### config.mk
export PLATFORM = sky130hd
export DESIGN_NAME = hps_io
export DESIGN_NICKNAME = d
export VERILOG_FILES = /design/src/design/hps_file_pkg.sv /design/src/design/hps_cmd_pkg.sv /design/src/design/hps_io.sv /design/src/design/file_download.sv /design/src/design/ps2_key_decoder.sv /design/src/design/uio_decoder.sv
export SDC_FILE = /design/constraint.sdc
export NUM_CORES = 1
export LEC_CHECK = 0
export BUFFER_PORTS_ARGS = -buffer_cell sky130_fd_sc_hd__buf_2
export CAP_MARGIN = 5
export CORE_MARGIN = 4
export CORE_UTILIZATION = 40
export CTS_CLUSTER_SIZE = 12
export DETAILED_ROUTE_END_ITERATION = 8
export GPL_TIMING_DRIVEN = 1
export PLACE_DENSITY_LB_ADDON = 0.12
export SYNTH_ARGS = -nofsm -noshare
export SYNTH_HDL_FRONTEND = slang
export SYNTH_HIERARCHICAL = 1
export SYNTH_SLANG_ARGS = --single-unit
### constraint.sdc
create_clock -name clk_sys -period 5.15 [get_ports clk_sys]
set_input_delay 0.2575 -clock clk_sys [delete_from_list [all_inputs] [get_ports clk_sys]]
set_output_delay 0.2575 -clock clk_sys [all_outputs]
set_load 0.01 [all_outputs]
### src/design/hps_file_pkg.sv
`default_nettype none

package hps_file_pkg;

	//////////////////////////////
	// file transfer command codes
	localparam logic [15:0] fio_file_tx     = 16'h0053;
	localparam logic [15:0] fio_file_tx_dat = 16'h0054;
	localparam logic [15:0] fio_file_index  = 16'h0055;

	// download address, 16 low bits plus 11 upper bits
	localparam int ioctl_addr_w = 27;

endpackage

`default_nettype wire

### src/design/hps_cmd_pkg.sv
`default_nettype none

package hps_cmd_pkg;

	// bus and register widths
	localparam int word_w   = 16;
	localparam int status_w = 128;
	localparam int joy_w    = 32;

	//////////////////////////////
	// user io command codes
	localparam logic [word_w-1:0] cmd_config     = 16'h0001;
	localparam logic [word_w-1:0] cmd_joy0       = 16'h0002;
	localparam logic [word_w-1:0] cmd_joy1       = 16'h0003;
	localparam logic [word_w-1:0] cmd_kbd        = 16'h0005;
	localparam logic [word_w-1:0] cmd_status     = 16'h001e;
	localparam logic [word_w-1:0] cmd_status_set = 16'h0029;

	localparam logic [3:0] status_set_tag = 4'ha;
	// upper byte of a word the host wants dropped
	localparam logic [7:0] skip_marker    = 8'hff;

	//////////////////////////////
	// key event layout
	localparam int key_code_w      = 11;
	localparam int key_toggle_bit  = 10;
	localparam int key_pressed_bit = 9;
	localparam int key_ext_bit     = 8;
	localparam logic [7:0] kbd_ext_prefix     = 8'he0;
	localparam logic [7:0] kbd_release_prefix = 8'hf0;

endpackage

`default_nettype wire
### src/design/hps_io.sv
`timescale 1ns/1ps
`default_nettype none

module hps_io #(
	parameter bit wide = 1'b0
) (
	input  wire logic                                  clk_sys,
	input  wire logic                                  rst_n,
	input  wire logic                                  io_enable,
	input  wire logic                                  io_strobe,
	input  wire logic                                  fp_enable,
	input  wire logic [hps_cmd_pkg::word_w-1:0]        io_din,
	output logic      [hps_cmd_pkg::word_w-1:0]        io_dout,
	input  wire logic [hps_cmd_pkg::status_w-1:0]      status_in,
	input  wire logic                                  status_set,
	output logic      [hps_cmd_pkg::status_w-1:0]      status,
	output logic      [hps_cmd_pkg::joy_w-1:0]         joystick_0,
	output logic      [hps_cmd_pkg::joy_w-1:0]         joystick_1,
	output logic      [1:0]                            buttons,
	output logic                                       forced_scandoubler,
	output logic                                       direct_video,
	output logic      [hps_cmd_pkg::key_code_w-1:0]    ps2_key,
	output logic                                       ioctl_download,
	output logic                                       ioctl_wr,
	output logic      [15:0]                           ioctl_index,
	output logic      [hps_file_pkg::ioctl_addr_w-1:0] ioctl_addr,
	output logic      [(wide ? 16 : 8)-1:0]            ioctl_dout
);

	logic [hps_cmd_pkg::word_w-1:0] cfg;
	logic                           kbd_start;
	logic                           kbd_byte_valid;
	logic [7:0]                     kbd_byte;
	logic                           kbd_end;

	// config word fields used by the core
	assign buttons            = cfg[1:0];
	assign forced_scandoubler = cfg[4];
	assign direct_video       = cfg[10];

	uio_decoder i_uio_decoder (
		.clk_sys        (clk_sys),
		.rst_n          (rst_n),
		.io_enable      (io_enable),
		.io_strobe      (io_strobe),
		.io_din         (io_din),
		.io_dout        (io_dout),
		.status_in      (status_in),
		.status_set     (status_set),
		.status         (status),
		.joystick_0     (joystick_0),
		.joystick_1     (joystick_1),
		.cfg            (cfg),
		.kbd_start      (kbd_start),
		.kbd_byte_valid (kbd_byte_valid),
		.kbd_byte       (kbd_byte),
		.kbd_end        (kbd_end)
	);

	ps2_key_decoder i_ps2_key_decoder (
		.clk_sys        (clk_sys),
		.rst_n          (rst_n),
		.kbd_start      (kbd_start),
		.kbd_byte_valid (kbd_byte_valid),
		.kbd_byte       (kbd_byte),
		.kbd_end        (kbd_end),
		.ps2_key        (ps2_key)
	);

	file_download #(
		.wide (wide)
	) i_file_download (
		.clk_sys        (clk_sys),
		.rst_n          (rst_n),
		.fp_enable      (fp_enable),
		.io_strobe      (io_strobe),
		.io_din         (io_din),
		.ioctl_download (ioctl_download),
		.ioctl_wr       (ioctl_wr),
		.ioctl_index    (ioctl_index),
		.ioctl_addr     (ioctl_addr),
		.ioctl_dout     (ioctl_dout)
	);

endmodule

`default_nettype wire

### src/design/file_download.sv
`timescale 1ns/1ps
`default_nettype none

module file_download #(
	parameter bit wide = 1'b0
) (
	input  wire logic                                  clk_sys,
	input  wire logic                                  rst_n,
	input  wire logic                                  fp_enable,
	input  wire logic                                  io_strobe,
	input  wire logic [15:0]                           io_din,
	output logic                                       ioctl_download,
	output logic                                       ioctl_wr,
	output logic      [15:0]                           ioctl_index,
	output logic      [hps_file_pkg::ioctl_addr_w-1:0] ioctl_addr,
	output logic      [(wide ? 16 : 8)-1:0]            ioctl_dout
);

	localparam int dw = wide ? 16 : 8;
	localparam int aw = hps_file_pkg::ioctl_addr_w;
	localparam logic [aw-1:0] addr_step = wide ? aw'(2) : aw'(1);

	logic [15:0]   cmd;
	logic          has_cmd;
	logic [1:0]    arg_cnt;
	logic [aw-1:0] addr;
	logic          wr_pend;
	logic          arg_stb;
	logic          tx_ctl;
	logic          tx_dat;
	logic          idx_ld;
	logic          tx_start;
	logic          tx_stop;

	assign arg_stb  = fp_enable && io_strobe && has_cmd;
	assign tx_ctl   = arg_stb && (cmd == hps_file_pkg::fio_file_tx);
	assign tx_dat   = arg_stb && (cmd == hps_file_pkg::fio_file_tx_dat) && ioctl_download;
	assign idx_ld   = arg_stb && (cmd == hps_file_pkg::fio_file_index);
	// first tx argument selects start or stop
	assign tx_start = tx_ctl && (arg_cnt == 2'd0) && (io_din[7:0] != 8'h00);
	assign tx_stop  = tx_ctl && (arg_cnt == 2'd0) && (io_din[7:0] == 8'h00);

	//////////////////////////////
	// framing and write strobe
	always_ff @(posedge clk_sys) begin
		if (!rst_n) begin
			has_cmd        <= 1'b0;
			arg_cnt        <= '0;
			ioctl_download <= 1'b0;
			wr_pend        <= 1'b0;
			ioctl_wr       <= 1'b0;
		end else begin
			// one stage of delay so addr and data settle before the pulse
			wr_pend  <= tx_dat;
			ioctl_wr <= wr_pend;

			if (!fp_enable) begin
				has_cmd <= 1'b0;
			end else if (io_strobe) begin
				if (!has_cmd) begin
					has_cmd <= 1'b1;
					arg_cnt <= '0;
				end else if (arg_cnt != 2'd3) begin
					arg_cnt <= arg_cnt + 2'd1;
				end
			end

			if (tx_start)
				ioctl_download <= 1'b1;
			else if (tx_stop)
				ioctl_download <= 1'b0;
		end
	end

	//////////////////////////////
	// index, address and data
	always_ff @(posedge clk_sys) begin
		if (fp_enable && io_strobe && !has_cmd)
			cmd <= io_din;
		if (idx_ld)
			ioctl_index <= io_din;
		if (tx_start)
			addr <= '0;
		// stop leaves the end address visible
		if (tx_stop && ioctl_download)
			ioctl_addr <= addr;
		if (tx_ctl && (arg_cnt == 2'd1)) begin
			ioctl_addr[15:0] <= io_din;
			addr[15:0]       <= io_din;
		end
		if (tx_ctl && (arg_cnt == 2'd2)) begin
			ioctl_addr[aw-1:16] <= io_din[aw-17:0];
			addr[aw-1:16]       <= io_din[aw-17:0];
		end
		if (tx_dat) begin
			ioctl_addr <= addr;
			ioctl_dout <= io_din[dw-1:0];
			addr       <= addr + addr_step;
		end
	end

	a_wr_in_download: assert property (@(posedge clk_sys) disable iff (!rst_n)
		ioctl_wr |-> ioctl_download);

endmodule

`default_nettype wire

### src/design/ps2_key_decoder.sv
`timescale 1ns/1ps
`default_nettype none

module ps2_key_decoder (
	input  wire logic                               clk_sys,
	input  wire logic                               rst_n,
	input  wire logic                               kbd_start,
	input  wire logic                               kbd_byte_valid,
	input  wire logic [7:0]                         kbd_byte,
	input  wire logic                               kbd_end,
	output logic      [hps_cmd_pkg::key_code_w-1:0] ps2_key
);

	logic [31:0]                      key_raw;
	logic                             pressed;
	logic                             extended;
	logic [hps_cmd_pkg::key_code_w-1:0] key_next;

	// release has F0 just before the code, prefix moves one byte back
	assign pressed  = (key_raw[15:8] != hps_cmd_pkg::kbd_release_prefix);
	assign extended = pressed ? (key_raw[15:8] == hps_cmd_pkg::kbd_ext_prefix) :
		(key_raw[23:16] == hps_cmd_pkg::kbd_ext_prefix);

	always_comb begin
		key_next = ps2_key;
		key_next[hps_cmd_pkg::key_toggle_bit]         = ~ps2_key[hps_cmd_pkg::key_toggle_bit];
		key_next[hps_cmd_pkg::key_pressed_bit]        = pressed;
		key_next[hps_cmd_pkg::key_ext_bit]            = extended;
		key_next[hps_cmd_pkg::key_ext_bit-1:0]        = key_raw[7:0];
		case (key_raw)
			// print screen make
			32'he012e07c: key_next[hps_cmd_pkg::key_toggle_bit-1:0] = 10'h37c;
			// print screen break
			32'h7ce0f012: key_next[hps_cmd_pkg::key_toggle_bit-1:0] = 10'h17c;
			// pause, make only
			32'hf014f077: key_next[hps_cmd_pkg::key_toggle_bit-1:0] = 10'h377;
			default: ;
		endcase
	end

	//////////////////////////////
	// byte collection
	always_ff @(posedge clk_sys) begin
		if (kbd_start)
			key_raw <= '0;
		else if (kbd_byte_valid)
			key_raw <= {key_raw[23:0], kbd_byte};
	end

	always_ff @(posedge clk_sys) begin
		if (!rst_n)
			ps2_key <= '0;
		else if (kbd_end)
			ps2_key <= key_next;
	end

	a_toggle_on_end: assert property (@(posedge clk_sys) disable iff (!rst_n)
		$changed(ps2_key[hps_cmd_pkg::key_toggle_bit]) |-> $past(kbd_end));

endmodule

`default_nettype wire

### src/design/uio_decoder.sv
`timescale 1ns/1ps
`default_nettype none

module uio_decoder (
	input  wire logic                             clk_sys,
	input  wire logic                             rst_n,
	input  wire logic                             io_enable,
	input  wire logic                             io_strobe,
	input  wire logic [hps_cmd_pkg::word_w-1:0]   io_din,
	output logic      [hps_cmd_pkg::word_w-1:0]   io_dout,
	input  wire logic [hps_cmd_pkg::status_w-1:0] status_in,
	input  wire logic                             status_set,
	output logic      [hps_cmd_pkg::status_w-1:0] status,
	output logic      [hps_cmd_pkg::joy_w-1:0]    joystick_0,
	output logic      [hps_cmd_pkg::joy_w-1:0]    joystick_1,
	output logic      [hps_cmd_pkg::word_w-1:0]   cfg,
	output logic                                  kbd_start,
	output logic                                  kbd_byte_valid,
	output logic      [7:0]                       kbd_byte,
	output logic                                  kbd_end
);

	localparam int cnt_w        = 4;
	localparam int status_words = hps_cmd_pkg::status_w / hps_cmd_pkg::word_w;
	localparam int idx_w        = $clog2(status_words);
	localparam logic [cnt_w-1:0] cnt_max = '1;

	logic [hps_cmd_pkg::word_w-1:0]   cmd;
	logic [cnt_w-1:0]                 word_cnt;
	logic [idx_w-1:0]                 word_idx;
	logic                             in_range;
	logic                             skip;
	logic                             arg_skip;
	logic                             status_set_d;
	logic                             status_set_rise;
	logic [3:0]                       stat_flag;
	logic [hps_cmd_pkg::status_w-1:0] status_req;

	// argument word n maps to slot n-1
	assign word_idx        = word_cnt[idx_w-1:0] - 1'b1;
	assign in_range        = (word_cnt != '0) && (word_cnt <= cnt_w'(status_words));
	assign arg_skip        = (io_din[15:8] == hps_cmd_pkg::skip_marker);
	assign status_set_rise = status_set && !status_set_d;

	//////////////////////////////
	// frame decode
	always_ff @(posedge clk_sys) begin
		if (!rst_n) begin
			cmd            <= '0;
			word_cnt       <= '0;
			skip           <= 1'b0;
			io_dout        <= '0;
			cfg            <= '0;
			joystick_0     <= '0;
			joystick_1     <= '0;
			status         <= '0;
			status_set_d   <= 1'b0;
			stat_flag      <= '0;
			kbd_start      <= 1'b0;
			kbd_byte_valid <= 1'b0;
			kbd_end        <= 1'b0;
		end else begin
			kbd_start      <= 1'b0;
			kbd_byte_valid <= 1'b0;
			kbd_end        <= 1'b0;

			status_set_d <= status_set;
			if (status_set_rise)
				stat_flag <= stat_flag + 4'd1;

			if (!io_enable) begin
				// frame closed, key event only if nothing was skipped
				if ((cmd == hps_cmd_pkg::cmd_kbd) && !skip)
					kbd_end <= 1'b1;
				cmd      <= '0;
				word_cnt <= '0;
				skip     <= 1'b0;
			end else if (io_strobe) begin
				io_dout <= '0;
				if (word_cnt != cnt_max)
					word_cnt <= word_cnt + 1'b1;

				if (word_cnt == '0) begin
					cmd       <= io_din;
					kbd_start <= (io_din == hps_cmd_pkg::cmd_kbd);
					if (io_din == hps_cmd_pkg::cmd_status_set)
						io_dout <= {{(hps_cmd_pkg::word_w-8){1'b0}},
							hps_cmd_pkg::status_set_tag, stat_flag};
				end else begin
					case (cmd)
						hps_cmd_pkg::cmd_config: cfg <= io_din;
						hps_cmd_pkg::cmd_joy0: begin
							if (word_cnt == cnt_w'(1))
								joystick_0[15:0] <= io_din;
							else if (word_cnt == cnt_w'(2))
								joystick_0[31:16] <= io_din;
						end
						hps_cmd_pkg::cmd_joy1: begin
							if (word_cnt == cnt_w'(1))
								joystick_1[15:0] <= io_din;
							else if (word_cnt == cnt_w'(2))
								joystick_1[31:16] <= io_din;
						end
						hps_cmd_pkg::cmd_kbd: begin
							if (arg_skip)
								skip <= 1'b1;
							else if (!skip)
								kbd_byte_valid <= 1'b1;
						end
						hps_cmd_pkg::cmd_status: begin
							if (in_range)
								status[word_idx*hps_cmd_pkg::word_w +: hps_cmd_pkg::word_w]
									<= io_din;
						end
						hps_cmd_pkg::cmd_status_set: begin
							if (in_range)
								io_dout <= status_req[word_idx*hps_cmd_pkg::word_w +:
									hps_cmd_pkg::word_w];
						end
						default: ;
					endcase
				end
			end
		end
	end

	// snapshot of the core status and the last keyboard byte
	always_ff @(posedge clk_sys) begin
		if (status_set_rise)
			status_req <= status_in;
		if (io_enable && io_strobe)
			kbd_byte <= io_din[7:0];
	end

	// long frames saturate instead of restarting at the command slot
	a_cnt_no_wrap: assert property (@(posedge clk_sys) disable iff (!rst_n)
		(io_enable && (word_cnt != '0)) ##1 io_enable |-> (word_cnt != '0));

endmodule

`default_nettype wire

* Yosys cells after proc, flatten, opt, wreduce, memory -nomap -nowiden
Cells that the tools add are included.
** Storage, ports and cells
- Bits in registers :: 527
- Bits of input ports :: 150
- Output and inout port bits :: 276
- Word-level logic and storage cells :: 140
** Cells by class
- Add/sub/neg operators :: 6
- Order comparisons :: 1
- Equal/unequal tests :: 25
- Shift-type cells :: 3
- Multiplexer cells :: 21
- Bitwise gates (word level) :: 7
- Reductions and logical operators :: 46
** Operators with widths (count)
- $bwmux W128 :: 1
- $shift A16 B34 Y128 const A :: 1
- $shiftx A128 B8 Y16 :: 1
- $shiftx A16 B34 Y128 :: 1
- $mux W27 :: 4
- $mux W16 :: 5
- $eq A32 B32 Y1 const B :: 2
- $eq A16 B7 Y1 const B :: 3
- $neg A7 Y34 :: 1
- $eq A16 B2 Y1 const B :: 2
- $eq A16 B3 Y1 const B :: 2
- $eq A16 B6 Y1 const B :: 2
- $eq A32 B31 Y1 const B :: 1
- $pmux W10 S3 :: 1
- $add A27 B1 Y27 const B :: 1
- $eq A8 B8 Y1 const B :: 3
- $mux W11 :: 2
- $logic_and A1 B1 Y1 :: 17
- $eq A16 B1 Y1 const B :: 1
- $eq A16 B5 Y1 const B :: 1
- $reduce_and A5 Y1 :: 3
- $reduce_and A4 Y1 :: 3
- $reduce_and A6 Y1 :: 2
- $reduce_bool A3 Y1 :: 4
- other kinds (26) :: 45

* Longest topological paths before layout
- Word-level depth :: 9
- Depth in mapped cells :: 10
- Depth with buffers taken out :: 9

* By module
Netlist, hierarchy kept.
** Modules (own cells, without submodules)
- uio_decoder :: instances 1, cells an instance 1205, area each 14835.5 um^2, sequential area each 9148.8 um^2
- file_download :: instances 1, cells an instance 281, area each 4438.0 um^2, sequential area each 2942.8 um^2
- ps2_key_decoder :: instances 1, cells an instance 166, area each 1697.9 um^2, sequential area each 860.8 um^2

* Least setup slack after synthesis
No wires, ideal clock.
- Path type :: reg-to-reg
- From :: reg i_uio_decoder.status_set_d
- To :: reg i_uio_decoder.stat_flag[3]
- Library setup time :: 0.115 ns
- Data arrival time :: 4.765 ns
- Required time :: 5.035 ns
- Slack :: 0.270 ns
- Cell stages (with the launch flop) :: 6
- Buffers on the path :: 1
- Period minus slack after synthesis :: 4.880 ns
- Cell sequence :: dfxtp_1 > nor2b_1 > clkbuf_1 > nand4_1 > xnor2_1 > and2_1
** Between the ends
- Longest elaborated chain between the ends :: 2
** RTL lines
- from (decl) :: RTL line uio_decoder.sv:34 : logic status_set_d;
- from (signal assigned) :: RTL line uio_decoder.sv:67 : status_set_d <= status_set;
- $logic_not A1 Y1 :: RTL line uio_decoder.sv:43 : assign status_set_rise = status_set && !status_set_d;
- $logic_and A1 B1 Y1 :: RTL line uio_decoder.sv:43
- via i_uio_decoder.status_set_rise :: RTL line uio_decoder.sv:35 : logic status_set_rise;
- to (signal assigned) :: RTL line uio_decoder.sv:69 : stat_flag <= stat_flag + 4'd1;
- to (decl) :: RTL line uio_decoder.sv:36 : logic [3:0] stat_flag;
The timed path passes the listed nets, and every way through them passes these cells.
A chain may end at the register's enable or synchronous reset.

* Worst setup path in the final report
- From :: reg i_uio_decoder.word_cnt[0]
- To :: reg i_uio_decoder/status[108] (netlist bit)
** Between the ends
- Longest elaborated chain between the ends :: 4
- Elaborated cells between the ends (all ways) :: 11
- Classes of those cells :: 2 x add/sub; 1 x order compare; 2 x shift; 1 x mux; 1 x bitwise; 4 x reduce/logical
** RTL lines
- from (decl) :: RTL line uio_decoder.sv:29 : logic [cnt_w-1:0] word_cnt;
- from (signal assigned) :: RTL line uio_decoder.sv:81 : word_cnt <= word_cnt + 1'b1;
- $sub A3 B1 Y3 (*) :: RTL line uio_decoder.sv:40 : assign word_idx = word_cnt[idx_w-1:0] - 1'b1;
- via i_uio_decoder.word_idx[0] :: RTL line uio_decoder.sv:30 : logic [idx_w-1:0] word_idx;
- $neg A7 Y34 (*) :: RTL line uio_decoder.sv:112 : status[word_idx*hps_cmd_pkg::word_w +: hps_cmd_pkg::word_w]
- $shiftx A16 B34 Y128 / $shift A16 B34 Y128 (equally long branches) :: RTL line uio_decoder.sv:112
- $bwmux W128 (*) :: RTL line uio_decoder.sv:112
- to (signal assigned) :: RTL line uio_decoder.sv:56 : status <= '0;
- to (decl) :: RTL line uio_decoder.sv:13 : output logic [hps_cmd_pkg::status_w-1:0] status,
The timed path passes the listed nets; every way through them passes the cells marked *.

==> flow_summary.json <==
{
  "hp-start": "io_strobe",
  "status": "completed",
  "maxSlewViolCount": 0,
  "period_share_pct": 66.3,
  "rsz0062_at_grt": "false",
  "wire_per_inst_um": 20.8,
  "port_buffers": 425,
  "avgSynthCellArea_um2": 12.7,
  "place_congestion": 0.825,
  "p_int_mw": 6.88,
  "tritoncts": "built",
  "hold_viol_final": 0,
  "start_util_pct": 40.7,
  "routed_wl_um": 59700,
  "fp.dieW_um": 235,
  "die_height_um": 235,
  "grt_first_pass_wirelength_um": 91100,
  "numCtsBuffers": 55,
  "syn-num-nets": 1780,
  "final_area_um2": 26400,
  "combPwrFrac_pct": 5.3,
  "groute.usage.overall_pct": 21.0,
  "switching_share_pct": 21.4,
  "fin_crit_ps": 3410,
  "final_nets": 2320,
  "viasPerCell": 5.07,
  "coreArea_um2": 50500,
  "startpoint": "i_uio_decoder/word_cnt[0]",
  "io_pins": 426,
  "maxCapViolCount": 0,
  "antenna_found_initial": 1,
  "p_total_mw": 8.76,
  "relSlewSlack_pct": 17.4,
  "syn2layout_area_growth_pct": 28.4,
  "clk_latency_ps": 590,
  "syn_inst": 1616,
  "cts_num_sinks": 520,
  "dp_hpwl_um": 39000,
  "setup.worst_path.start_class": "flip-flop",
  "power.share.sequential_pct": 50.3,
  "p_per_area_nw_per_um2": 332,
  "finalSetupTns_ps": 0,
  "hold_class": "primary input to flip-flop",
  "cp_data_required_time_ps": 5650,
  "drtAntennaViolNets": 0,
  "cp_slowest_cell": "o2111a_1",
  "h-tree-depth": 2,
  "root_buffer": "clkbuf_16",
  "drt_iter0_markers": 751,
  "grt.overflow.total": 0,
  "grt_pass1_vias": 15139,
  "cp.arrival_ps": 3920,
  "slowest_delay_ps": 910,
  "skew_ps": 19.9,
  "netlist_area_um2": 20600,
  "cts.path.max_buffers": 3,
  "drc": 0,
  "num_vias": 14557,
  "ir_drop_mv": 0.249,
  "rows": 82,
  "power.leakage_nw": 11.1,
  "clock.fmax_ghz": 0.293,
  "worstPathMaxFanout": 22,
  "placed_cell_area_um2": 23300,
  "switchingPower_mw": 1.88,
  "worstPathCellList": "inv_1 > ha_1 > xor2_4 > buf_4 > inv_1 > ha_1 > nor2b_1 > o2111a_1 > mux2i_1",
  "tightest_slew_ps": 1230,
  "r2r_start": "i_uio_decoder/word_cnt[0]",
  "grt_max_degree": 136,
  "final_core_util_pct": 52.3,
  "hold-worst-slack_ps": 107,
  "drive_gt1_share_pct": 28.2,
  "drt_pass1_iterations": 5,
  "yosysWarningCount": 6,
  "end_kind": "flip-flop",
  "finalSetupViolCount": 0,
  "clkPwrFrac_pct": 44.4,
  "die_area_um2": 55100,
  "cts_resized": 0,
  "path_clk_slew_ps": 60,
  "path_class": "flip-flop to flip-flop"
}
-- cell type report --
| type | instances | area (µm²) |
|---|---|---|
| multi-input cells | 984 | 7390 |
| clock buffers | 88 | 1660 |
| fillers | 4414 | 24100 |
| repair buffers | 574 | 3590 |
| clock inverters | 12 | 115 |
| well taps | 672 | 841 |
| flip-flops and latches | 520 | 12700 |
| inverters | 21 | 78.8 |
| diodes | 1 | 2.50 |
-- flip-flops by register name (all words and copies together), names as in the netlist, 27 cells and up --
| signal | count |
|---|---|
| i_ps2_key_decoder/key_raw | 32 |
| i_uio_decoder/joystick_1 | 32 |
| i_uio_decoder/status | 128 |
| i_file_download/addr | 27 |
| i_file_download/ioctl_addr | 27 |
| i_uio_decoder/joystick_0 | 32 |
| i_uio_decoder/status_req | 128 |
-- metrics by stage --
stage	setup WS (ps)	cells
final	1740	2872
after global routing	1500	2872
after CTS	1690	2871
after detailed placement	1720	2640
after global placement	1810	2640
after floorplan	270	1616
-- power groups by stage --
| stage | Combinational (mW) | Sequential (mW) | Clock [mW] |
|---|---|---|---|
| detailed placement | 0.388 | 4.50 | 0 |
| floorplan | 0.204 | 4.50 | 0 |
| finish | 0.466 | 4.41 | 3.89 |
| CTS | 0.467 | 4.41 | 3.98 |
| global placement | 0.382 | 4.49 | 0 |
| global route | 0.506 | 4.41 | 4.17 |
-- timing repair --
action | 4_1_cts | 5_1_grt
hold buffers | 131 | 0
hold endpoints to repair | 131 | 0
setup buffers | 0 | 0
-- layer usage --
metal / global-route usage (%) / part of all wire [%]
met1: 25.6 / 41
met2: 36.2 / 49
met3: 5.84 / 6.5
met4: 6.66 / 3.0
met5: 0 / 0
-- cell usage in the layout, fill, tap and decap left out, types with 11 or more instances in the layout --
master	count
a21oi_1	21
a22o_1	21
a31oi_1	12
buf_2	424
buf_4	17
clkbuf_1	17
clkbuf_16	56
clkbuf_8	14
dfxtp_1	288
dlygate4sd3_1	131
edfxtp_1	230
ha_1	13
inv_1	21
mux2_2	22
mux2i_1	244
mux4_2	32
nand2_1	333
nand3_1	22
nand4_1	19
nor2_1	48
nor2b_1	11
o21ai_0	11
o21ai_1	12
xnor2_1	18
xor2_1	13
-- critical path, delay by kind of cell, from the launching register on --
kind / cells / cell delay [ps]
AO/OA/AOI/OAI: 1 / 910
adder cells (fa/ha/maj): 2 / 760
buffers and inverters: 3 / 750
flip-flops: 1 / 310
multiplexers: 1 / 290
XOR/XNOR: 1 / 150
AND/OR/NAND/NOR: 1 / 140
-- path summary, 6_finish.rpt --
kind | endpoint | slack [ps] | depth (start not counted)
worst max-delay path | i_uio_decoder/status[108] | 1740 | 9
worst min-delay path | i_uio_decoder/word_cnt[1] | 110 | 3
worst max register to register | i_uio_decoder/status[108] | 1740 | 9
worst min register to register | i_file_download/ioctl_wr | 440 | 1
Power figures use the tool's default switching activity.
